### config.mk
export PLATFORM = sky130hd
export DESIGN_NAME = pt2262_encoder
export DESIGN_NICKNAME = d
export VERILOG_FILES = /design/src/design/encoder_pkg.sv /design/src/design/symbol_pkg.sv /design/src/design/pt2262_encoder.sv /design/src/design/frame_sequencer.sv /design/src/design/symbol_shaper.sv /design/src/design/code_register.sv /design/src/design/osc_divider.sv
export SDC_FILE = /design/constraint.sdc
export NUM_CORES = 1
export LEC_CHECK = 0
export ABC_AREA = 1
export BUFFER_PORTS_ARGS = -buffer_cell sky130_fd_sc_hd__buf_2
export CORE_ASPECT_RATIO = 0.9
export CORE_UTILIZATION = 58
export CTS_CLUSTER_DIAMETER = 120
export CTS_CLUSTER_SIZE = 30
export DETAILED_ROUTE_END_ITERATION = 10
export PLACE_DENSITY = 0.85
export SYNTH_ARGS = -nofsm -noshare
export SYNTH_HDL_FRONTEND = slang
export SYNTH_SLANG_ARGS = --single-unit
### constraint.sdc
create_clock -name clk -period 3.1 [get_ports clk]
set_input_delay 0.155 -clock clk [delete_from_list [all_inputs] [get_ports clk]]
set_output_delay 0.155 -clock clk [all_outputs]
set_load 0.01 [all_outputs]
### src/design/encoder_pkg.sv
package encoder_pkg;

    // Oscillator divider
    localparam int OSC_DIV = 4;                    // Clocks per alpha
    localparam int OSC_W   = $clog2(OSC_DIV);      // Divider counter width

    // Pulse lengths, all in alpha
    localparam int SHORT_ALPHA = 4;                // Narrow pulse
    localparam int LONG_ALPHA  = 12;               // Wide pulse
    localparam int SYNC_ALPHA  = 128;              // Whole sync symbol, high plus gap
    localparam int ALPHA_W     = $clog2(SYNC_ALPHA);

    // Frame layout
    localparam int NUM_ADDR    = 8;                // Tri-state address symbols
    localparam int NUM_DATA    = 4;                // Binary data bits
    localparam int NUM_SYMBOLS = NUM_ADDR + NUM_DATA;  // 12 before the sync
    localparam int SYM_IDX_W   = $clog2(NUM_SYMBOLS + 1);  // Index 0..12
    localparam int ADDR_IDX_W  = $clog2(NUM_ADDR);
    localparam int DATA_IDX_W  = $clog2(NUM_DATA);

    // Counter and index types sized from the values above
    typedef logic [OSC_W-1:0]      osc_cnt_t;
    typedef logic [ALPHA_W-1:0]    alpha_cnt_t;
    typedef logic [SYM_IDX_W-1:0]  sym_idx_t;
    typedef logic [ADDR_IDX_W-1:0] addr_idx_t;
    typedef logic [DATA_IDX_W-1:0] data_idx_t;

endpackage
### src/design/symbol_pkg.sv
package symbol_pkg;

    // Symbol kinds on the serial line
    // Zero must stay at encoding 0, the code register clears to it
    typedef enum logic [1:0] {
        SYM_ZERO  = 2'd0,   // Short high, long low, twice
        SYM_ONE   = 2'd1,   // Long high, short low, twice
        SYM_FLOAT = 2'd2,   // One zero pulse, then one one pulse
        SYM_SYNC  = 2'd3    // Short high, then the long gap
    } symbol_t;

    // Word sent in one frame, 20 bits
    // addr[0] goes out first, then data[0] after addr[7]
    typedef struct packed {
        symbol_t [encoder_pkg::NUM_ADDR-1:0] addr;  // A0..A7, each 0, 1 or F
        logic    [encoder_pkg::NUM_DATA-1:0] data;  // D0..D3
    } code_word_t;

endpackage

### src/design/pt2262_encoder.sv
`timescale 1ns/1ps

// PT2262 style encoder, single clock domain
// Everything steps on the alpha tick from the divider
module pt2262_encoder (
    input  logic                   clk,
    input  logic                   reset,
    input  logic                   send,      // Transmit enable
    input  symbol_pkg::code_word_t code_in,   // Address symbols and data bits
    output logic                   cod_o,     // Serial coded output
    output logic                   sync       // One clock at each sync start
);

    logic                   tick;       // Alpha strobe
    logic                   load;       // Capture pulse from the FSM
    logic                   sym_start;
    logic                   sym_done;
    symbol_pkg::symbol_t    sym_kind;
    symbol_pkg::code_word_t code;       // Word held for the frame

    osc_divider u_osc (
        .clk   (clk),
        .reset (reset),
        .tick  (tick)
    );

    code_register u_code (
        .clk     (clk),
        .reset   (reset),
        .load    (load),
        .code_in (code_in),
        .code    (code)
    );

    frame_sequencer u_seq (
        .clk       (clk),
        .reset     (reset),
        .tick      (tick),
        .send      (send),
        .code      (code),
        .sym_done  (sym_done),
        .load      (load),
        .sym_start (sym_start),
        .sym_kind  (sym_kind),
        .sync      (sync)
    );

    symbol_shaper u_shaper (
        .clk       (clk),
        .reset     (reset),
        .tick      (tick),
        .sym_start (sym_start),
        .sym_kind  (sym_kind),
        .cod_o     (cod_o),
        .sym_done  (sym_done)
    );

endmodule

### src/design/frame_sequencer.sv
`timescale 1ns/1ps

// Frame FSM
// Steps A0..A7, D0..D3, then sync, and repeats while send is held
module frame_sequencer (
    input  logic                   clk,
    input  logic                   reset,
    input  logic                   tick,       // Alpha strobe
    input  logic                   send,       // Transmit enable level
    input  symbol_pkg::code_word_t code,       // Captured word
    input  logic                   sym_done,   // Shaper finished a symbol
    output logic                   load,       // Capture code_in, one clock
    output logic                   sym_start,  // Begin next symbol, with a tick
    output symbol_pkg::symbol_t    sym_kind,   // Kind of the current symbol
    output logic                   sync        // First clock of the sync symbol
);

    typedef enum logic {
        IDLE,
        SENDING
    } state_t;

    state_t                 state;
    encoder_pkg::sym_idx_t  index;         // 0..11 code symbols, 12 sync
    encoder_pkg::data_idx_t data_off;      // Data bit for index 8..11
    logic                   start_frame;   // Leave idle this tick
    logic                   last_sym;      // Sync symbol in progress
    logic                   next_sym;      // Advance inside the frame
    logic                   sync_next;     // Sync is the next symbol to start

    assign last_sym  = (index == encoder_pkg::sym_idx_t'(encoder_pkg::NUM_SYMBOLS));
    assign data_off  = encoder_pkg::data_idx_t'(index
                       - encoder_pkg::sym_idx_t'(encoder_pkg::NUM_ADDR));

    // Frame start only on a tick, keeps symbols aligned to alpha
    assign start_frame = (state == IDLE) && tick && send;
    assign next_sym    = (state == SENDING) && sym_done && !last_sym;
    assign sync_next   = next_sym
                         && (index == encoder_pkg::sym_idx_t'(encoder_pkg::NUM_SYMBOLS - 1));

    // Reload right after the sync when send is still high, no gap
    assign load      = start_frame || ((state == SENDING) && sym_done && last_sym && send);
    assign sym_start = load || next_sym;

    // Symbol select
    always_comb begin
        if (index < encoder_pkg::sym_idx_t'(encoder_pkg::NUM_ADDR)) begin
            sym_kind = code.addr[encoder_pkg::addr_idx_t'(index)];
        end else if (!last_sym) begin
            sym_kind = code.data[data_off] ? symbol_pkg::SYM_ONE : symbol_pkg::SYM_ZERO;
        end else begin
            sym_kind = symbol_pkg::SYM_SYNC;
        end
    end

    // State and index
    always_ff @(posedge clk or posedge reset) begin
        if (reset) begin
            state <= IDLE;
            index <= '0;
        end else begin
            case (state)
                IDLE: begin
                    if (start_frame) begin
                        state <= SENDING;
                        index <= '0;
                    end
                end
                SENDING: begin
                    if (sym_done) begin
                        if (!last_sym) begin
                            index <= index + 1'b1;
                        end else begin
                            index <= '0;         // Frame over, maybe another
                            if (!send) begin
                                state <= IDLE;   // Release only seen at frame end
                            end
                        end
                    end
                end
                default: begin
                    state <= IDLE;
                end
            endcase
        end
    end

    // Registered so it lines up with the rising edge of cod_o
    always_ff @(posedge clk or posedge reset) begin
        if (reset) begin
            sync <= 1'b0;
        end else begin
            sync <= sync_next;
        end
    end

endmodule

### src/design/symbol_shaper.sv
`timescale 1ns/1ps

// Pulse generator for one symbol at a time
// Each symbol is up to two pulses, every pulse a high part then a low part
module symbol_shaper (
    input  logic                clk,
    input  logic                reset,
    input  logic                tick,       // Alpha strobe
    input  logic                sym_start,  // With a tick, begins a symbol
    input  symbol_pkg::symbol_t sym_kind,   // Held by the sequencer for the symbol
    output logic                cod_o,      // Serial waveform, registered
    output logic                sym_done    // Tick that ends the last alpha
);

    logic                    busy;          // Symbol in progress
    logic                    phase;         // 0 first pulse, 1 second pulse
    logic                    high;          // In the high part of the pulse
    encoder_pkg::alpha_cnt_t cnt;           // Alphas done in the current part
    encoder_pkg::alpha_cnt_t hi_last;       // Last alpha index of high part
    encoder_pkg::alpha_cnt_t lo_last;       // Last alpha index of low part
    logic                    part_end;      // Current part finishes this tick
    logic                    last_part;     // Current part is the end of the symbol

    // Part lengths per kind and pulse
    // Kind is read live, it only matters from the first part end onwards
    always_comb begin
        hi_last = encoder_pkg::alpha_cnt_t'(encoder_pkg::SHORT_ALPHA - 1);
        lo_last = encoder_pkg::alpha_cnt_t'(encoder_pkg::LONG_ALPHA - 1);
        case (sym_kind)
            symbol_pkg::SYM_ZERO: begin
                // Default lengths, 4 high 12 low both pulses
            end
            symbol_pkg::SYM_ONE: begin
                hi_last = encoder_pkg::alpha_cnt_t'(encoder_pkg::LONG_ALPHA - 1);
                lo_last = encoder_pkg::alpha_cnt_t'(encoder_pkg::SHORT_ALPHA - 1);
            end
            symbol_pkg::SYM_FLOAT: begin
                if (phase) begin                  // Second pulse looks like a one
                    hi_last = encoder_pkg::alpha_cnt_t'(encoder_pkg::LONG_ALPHA - 1);
                    lo_last = encoder_pkg::alpha_cnt_t'(encoder_pkg::SHORT_ALPHA - 1);
                end
            end
            symbol_pkg::SYM_SYNC: begin
                // Single pulse, the gap fills the rest of 128 alpha
                lo_last = encoder_pkg::alpha_cnt_t'(encoder_pkg::SYNC_ALPHA
                                                    - encoder_pkg::SHORT_ALPHA - 1);
            end
            default: begin
            end
        endcase
    end

    assign part_end  = busy && tick && (cnt == (high ? hi_last : lo_last));
    assign last_part = !high && (phase || (sym_kind == symbol_pkg::SYM_SYNC));

    // Combinational so the next symbol can start on this very tick
    assign sym_done  = part_end && last_part;

    // Part sequencing
    // high0 -> low0 -> high1 -> low1, sync stops after low0
    always_ff @(posedge clk or posedge reset) begin
        if (reset) begin
            busy  <= 1'b0;
            phase <= 1'b0;
            high  <= 1'b0;
            cnt   <= '0;
            cod_o <= 1'b0;
        end else if (sym_start) begin
            busy  <= 1'b1;                  // Wins over the end of the previous symbol
            phase <= 1'b0;
            high  <= 1'b1;
            cnt   <= '0;
            cod_o <= 1'b1;                  // Every kind starts high
        end else if (part_end) begin
            cnt <= '0;
            if (high) begin
                high  <= 1'b0;              // High part over, drop the line
                cod_o <= 1'b0;
            end else if (last_part) begin
                busy <= 1'b0;               // Symbol over, line stays low
            end else begin
                phase <= 1'b1;              // On to the second pulse
                high  <= 1'b1;
                cod_o <= 1'b1;
            end
        end else if (busy && tick) begin
            cnt <= cnt + 1'b1;
        end
    end

endmodule

### src/design/code_register.sv
`timescale 1ns/1ps

// Holds the word for the frame in flight
// Pins may change at any time, the frame only sees the captured copy
module code_register (
    input  logic                   clk,
    input  logic                   reset,
    input  logic                   load,     // One clock, at each frame start
    input  symbol_pkg::code_word_t code_in,  // Straight from the pins
    output symbol_pkg::code_word_t code      // Stable for the whole frame
);

    // Capture register
    // All zeros is every address at SYM_ZERO and data 0
    always_ff @(posedge clk or posedge reset) begin
        if (reset) begin
            code <= '0;
        end else if (load) begin
            code <= code_in;            // New word takes effect next clock
        end
    end

    // The sequencer starts symbol 0 in the same clock as load,
    // so the old word is still visible for that one clock.
    // Every symbol starts with a high level, and the shaper first
    // looks at the kind several ticks later, by then code is updated.

endmodule

### src/design/osc_divider.sv
`timescale 1ns/1ps

// Clocked stand-in for the RC oscillator
// One tick strobe per alpha, no derived clock
module osc_divider (
    input  logic clk,
    input  logic reset,
    output logic tick
);

    encoder_pkg::osc_cnt_t cnt;      // Position inside the current alpha
    logic                  cnt_last; // Terminal count reached

    assign cnt_last = (cnt == encoder_pkg::osc_cnt_t'(encoder_pkg::OSC_DIV - 1));

    // Strobe on the terminal count, one clock wide
    assign tick = cnt_last;

    // Modulo OSC_DIV counter
    // Explicit wrap keeps non power of two ratios correct
    always_ff @(posedge clk or posedge reset) begin
        if (reset) begin
            cnt <= '0;                  // First tick OSC_DIV clocks after reset
        end else if (cnt_last) begin
            cnt <= '0;
        end else begin
            cnt <= cnt + 1'b1;
        end
    end

endmodule

==> flow_metrics.tcl, run 1 <==
set metrics [dict create \
    gp_congestion 0.9098 \
    syn_inst 293 \
    utilization_pct 68.48 \
    pre_cts_ws_ns 0.1416 \
    portBuffers 24 \
    fmax_ghz 0.3430 \
    core-area_um2 3731 \
    fin_area_um2 2555 \
    drive_above_1_share_pct 18.63 \
    setup_violations 0 \
    routed-via-count 1983 \
    p_clk_share_pct 19.6 \
    grt_pass1_vias 1692 \
    hold_viol_final 19 \
    timing.slew.headroom_pct 51.94 \
    seqPwrFrac_pct 38.8 \
    clkTransAtPathRegs_ns 0.08 \
    critical_path.most_common_cell "nand2_1" \
    cts_buffers 5 \
    layout_commonest_cell "nand2_1" \
    tritoncts "done" \
    clockRootBuffer "clkbuf_8" \
    route.detailed.drc 0 \
    ir_drop_mv 0.4376 \
    period_share_pct 94.06 \
    startpoint_type "flop" \
    worst_slack_ns 0.1842 \
    io_pins 25 \
    path_class "flop to flop" \
    dp_hpwl_um 3477 \
    ys_ff_latch 39 \
    area_delta_synth_final_pct 12.88 \
    hold_ws_ns -0.03120 \
    cp_cell_sequence "inv_2 > ha_1 > nand3_1 > nand3_1 > nand2_1 > nand2_1 > inv_1 > ha_1 > nand2_1 > clkinv_1 > nand2_2 > nand3_2 > nand2_2 > nor2_4 > nand4_4 > nand3_2 > nor2_1 > o21ai_0" \
    synth.distinct_cells 31 \
    final_cell_mix "72 x nand2_1, 39 x inv_1, 38 x dfrtp_1" \
    start_util_pct 60.66 \
    syn_area_um2 2263 \
    power.density_nw_per_um2 702.9 \
    max_slew.worst_pin.slew_ns 0.7201 \
    initialDrtViolationCount 145 \
    cap_viol_max_count 0 \
    slowest_stage "dfrtp_2" \
    wire_per_inst_um 13.29 \
    intPower_mw 1.043 \
    slowest_delay_ns 0.48 \
    hold_path_class "input pin to async pin" \
    yosys_warnings 0 \
    htreeDepth 2 \
    finalCriticalPeriod_ns 2.916 \
    die_height_um 61.27 \
    fp.dieW_um 67.85 \
    path_buf_inv 3 \
    cp_data_required_time_ns 3.25 \
    grt_max_degree 22 \
    swShare_pct 41.90 \
    grt_pass1_wl_um 7803 \
    antennaDiodeCount 0 \
    p_total_mw 1.796 \
    r2r-end "u_shaper.high" \
    clock_sinks 39 \
    r2r_cells 18 \
    clk_latency_ns 0.29 \
    ys_seq_area_share_pct 43.12 \
    firstDrtPassIters 4 \
    p_comb_share_pct 41.6 \
    rows 21 \
    layout.nets 353 \
    wl_um 4889 \
    outcome "finished with violations" \
    p_leak_nw 1.351 \
    instances_no_fill 368 \
    rrSetupSlack_ns 0.18 \
    antenna_left 0 \
    avgSynthCellArea_um2 7.725 \
    final_max_slew_viol_count 0 \
    switchingPower_mw 0.7526 \
    finClkSkew_ns 0.003973 \
    grt_overflow_total 0 \
    place_inst 358 \
    antenna_found_initial 0 \
    rsz0062_at_grt "yes" \
    clockBufferDepth 2 \
    cpLargestDelayFamily "simple AND/OR/NAND/NOR gates" \
    violations "hold timing" \
    viasPerCell 5.389 \
    place_area_um2 2416 \
    cp.arrival_ns 3.07 \
    grt.total_usage_pct 26.00 \
    fp.dieArea_um2 4157 \
    crit_fanout 10 \
    syn-num-nets 324 \
    reg2reg_from "u_seq.index[1]" \
    crit_path_end_kind "flop" \
]
[layout make-up]
class                      count  area (um2)
clock buffer                   6       82.58
clock inverter                 1       5.005
fill                         300        1176
inverter                      45       168.9
multi-input combinational    201        1099
sequential                    39       977.2
tap                           46       57.56
timing repair buffer          30       165.2
[kinds of logic (layout without fill, tap and decap cells)]
family	Yosys count	count (layout)	synth area share [%]
AOI/OAI and AO/OA	44	44	10.28
xor gates and xnor gates	8	8	3.096
adders and majority gates	8	8	4.423
buffers and inverters	54	82	9.894
DFF	39	39	43.12
and+or+nand+nor	140	141	29.19
[registers in the layout, summed over array words and instances (netlist names)]
register        count
u_osc.cnt           2
u_shaper.cnt        7
u_shaper.cod_o      1
u_shaper.busy       1
u_code.code        20
u_seq.sync          1
u_seq.index         4
u_shaper.high       1
u_shaper.phase      1
u_seq.state         1
[how the worst max path moves through the flow]
stage	start	to	slack (ns)	depth (start not counted)
global placement	u_seq.index[1]	u_shaper.cnt[0]	0.30	19
detailed placement	u_seq.index[1]	u_shaper.cnt[2]	0.14	19
floorplan	u_seq.index[0]	u_code.code[11]	0.35	22
global route	u_seq.index[1]	u_shaper.high	-0.12	16
finish	u_seq.index[1]	u_shaper.high	0.18	18
CTS	u_seq.index[1]	u_shaper.cnt[2]	0.11	19
[per-layer routing]
layer | vias up | share of wire, % | track usage [%]
met2 | 62 | 45 | 37.20
met5 | - | 0 | 0
met1 | 924 | 48 | 38.59
met3 | 7 | 4.9 | 7.407
li1 | 990 | - | -
met4 | 0 | 1.4 | 7.143
[synthesized netlist by cell type]
cell type	count	area share [%]
inv_2	2	0.33
a21oi_1	13	2.9
buf_2	1	0.22
inv_1	40	6.6
nand3_2	2	0.88
o21ai_2	1	0.39
nand2_4	1	0.50
buf_8	1	0.66
nand4_4	1	0.94
clkinv_1	3	0.50
o211ai_1	2	0.66
nor3_1	3	0.66
buf_6	1	0.50
nor2_2	1	0.28
o21a_1	1	0.33
nand2_2	5	1.4
xor2_1	8	3.1
dfrtp_1	39	43
nand3_1	32	7.1
nand4_1	1	0.28
o21ai_0	26	5.7
clkbuf_2	1	0.22
nand3b_4	1	0.88
nor4_1	2	0.55
nor2_1	16	2.7
clkbuf_1	4	0.66
nand2_1	73	12
o22ai_1	1	0.28
nor2_4	2	0.99
buf_1	1	0.17
ha_1	8	4.4
[timing repair]
action,4_1_cts,5_1_grt
resized for setup,0,8
setup endpoints to repair,0,28
hold buffers,0,0
buffers inserted,0,2
[metrics by stage]
step	hold slack, ns	TNS, ns
6_report	-0.03120	0
5_1_grt	0.04462	-0.1541
4_1_cts	0.0009239	0
3_5_place_dp	0.3158	0
3_3_place_gp	0.2970	0
2_1_floorplan	0.2646	0
[power groups by stage]
stage | logic, mW | clock network, mW | registers, mW
after floorplan | 0.594 | 0 | 0.669
after global placement | 0.702 | 0 | 0.696
after detailed placement | 0.733 | 0 | 0.699
after CTS | 0.736 | 0.353 | 0.689
after global routing | 0.855 | 0.378 | 0.710
final | 0.747 | 0.351 | 0.697
(Power assumes the default switching activity.)
==> inputs of run 2 (changes only) <==
Settings changed: CORE_ASPECT_RATIO 0.9 to 0.5.
==> flow_metrics.tcl, run 2 (synthesis results as in run 1) <==
set metrics [dict create \
    outcome "completed" \
    path_class "flop to flop" \
    power.density_nw_per_um2 696.4 \
    core-area_um2 3585 \
    largest-register "u_code.code" \
    ir_drop_mv 0.3737 \
    period_share_pct 93.52 \
    final_max_slew_viol_count 0 \
    r2r-end "u_shaper.cnt[4]" \
    drive_above_1_share_pct 18.83 \
    p_leak_nw 1.351 \
    fin_area_um2 2594 \
    cap_viol_max_count 0 \
    setup_violations 0 \
    r2r_cells 19 \
    reg2reg_from "u_seq.index[0]" \
    finClkSkew_ns 0.007863 \
    wl_um 4960 \
    crit_path_end_kind "flop" \
    hold_viol_final 0 \
    area_delta_synth_final_pct 14.59 \
    antenna_found_initial 0 \
    hold_ws_ns 0.04510 \
    clock_sinks 39 \
    cp_cell_sequence "clkinvlp_4 > buf_4 > nor2_1 > o21ai_0 > o211ai_1 > nand2_1 > inv_1 > ha_1 > nand2_1 > clkinv_1 > nand2_2 > nand3_2 > nand2_2 > nor2_4 > nand4_4 > nand2_8 > nor2_2 > nand3_1 > nand2_1" \
    grt_max_degree 40 \
    layout_commonest_cell "nand2_1" \
    dp_hpwl_um 3469 \
    critical_path.most_common_cell "nand2_1" \
    fill_cells 274 \
    portBuffers 24 \
    rows 15 \
    die_height_um 46.18 \
    firstDrtPassIters 4 \
    cp.arrival_ns 3.14 \
    hold_path_class "input pin to flop" \
    clk_latency_ns 0.30 \
    largest_reg_flops 20 \
    place_area_um2 2422 \
    tritoncts "done" \
    max_slew.worst_pin.slew_ns 0.6837 \
    cp_data_required_time_ns 3.34 \
    clockBufferDepth 2 \
    finalCriticalPeriod_ns 2.899 \
    cts_buffers 5 \
    grt_pass1_vias 1786 \
    grt.met1_usage_pct 30.37 \
    io_pins 25 \
    crit_fanout 7 \
    grt.total_usage_pct 25.24 \
    slowest_delay_ns 0.42 \
    antenna_left 0 \
    top_regs "u_code.code x20, u_shaper.cnt x7, u_seq.index x4" \
    holdPathStages 3 \
    layout.nets 354 \
    route.detailed.drc 0 \
    clockRootBuffer "clkbuf_8" \
    crit_start "u_seq.index[0]" \
    startpoint_type "flop" \
    initialDrtViolationCount 172 \
    timing.slew.headroom_pct 54.37 \
    gp_congestion 0.8988 \
    start_util_pct 63.14 \
    final_cell_mix "72 x nand2_1, 39 x inv_1, 38 x dfrtp_1" \
    p_total_mw 1.806 \
    viasPerCell 5.245 \
    rrSetupSlack_ns 0.20 \
    clkTransAtPathRegs_ns 0.08 \
    wire_per_inst_um 13.23 \
    grt_overflow_total 0 \
    min-delay-start "code_in[8]" \
    fp.dieW_um 90.35 \
    slowest_stage "dfrtp_1" \
    gr-usage-met2_pct 45.19 \
    whs_endpoint "u_code.code[8]" \
    grt.busiest_layer "met2" \
    fp.dieArea_um2 4172 \
    htreeDepth 2 \
    routed-via-count 1967 \
    fmax_ghz 0.3449 \
    antennaDiodeCount 0 \
    grt_pass1_wl_um 7893 \
    use_met3_pct 6.271 \
]
==> run 2: changes by cell type in the layout (fill, tap and decap cells not counted), sizes merged <==
cell,before,now
dlygate4sd3,0,1
clkbuf,6,5
clkinvlp,0,3
inv,43,42
==> run 2: worst max-delay path by stage <==
stage,endpoint,slack [ns],cells after the start
2_1_floorplan,u_code.code[11],0.35,22
3_3_place_gp,u_code.code[15],0.31,19
3_5_place_dp,u_code.code[14],0.13,19
4_1_cts,u_shaper.cnt[4],0.1,19
5_1_grt,u_seq.index[3],-0.02,18
6_report,u_shaper.cnt[4],0.20,19
==> run 2: layout make-up <==
class	count	area, um2	area share, %
tap	51	63.81	2.460
inverter	45	172.7	6.657
sequential	39	977.2	37.67
clock buffer	5	68.82	2.653
multi-input combinational	201	1096	42.26
timing repair buffer	31	195.2	7.525
clock inverter	3	20.02	0.7718
==> run 2: power breakdown <==
part           internal [mW]  switching (mW)  leakage, nW
clock network          0.157           0.194       0.0402
registers              0.604          0.0948        0.479
logic                  0.277           0.480        0.832
total                   1.04           0.769         1.35
==> run 2: metal layers <==
metal / part of all wire, % / vias up
met4: 1.4 / 0
met1: 45 / 912
met5: 0 / -
met3: 4.7 / 9
met2: 49 / 56
li1: - / 990
==> run 2: worst max-delay path, delay by kind of cell, from the launching register on <==
| family | cells | cell delay [ns] |
|---|---|---|
| buf+inv | 4 | 0.51 |
| fa+ha+maj | 1 | 0.22 |
| compound gates | 2 | 0.32 |
| flops | 1 | 0.42 |
| simple gates | 12 | 1.39 |
==> run 2: timing repair <==
action | 4_1_cts | 5_1_grt
hold buffers | 1 | 0
setup endpoints to repair | 0 | 31
gates resized for setup | 0 | 10
endpoints found under the hold margin | 39 | 0
setup buffers | 0 | 2
==> run 2: through the flow <==
stage                     instances  setup TNS, ns  util [%]  worst slack [ns]
after floorplan                 293              0         -            0.3462
after global placement          363              0     67.57            0.3150
after detailed placement        363              0     67.57            0.1344
after CTS                       372              0     70.33           0.09707
after global routing            375       -0.05568     72.36          -0.02032
final                           375              0     72.36            0.2009
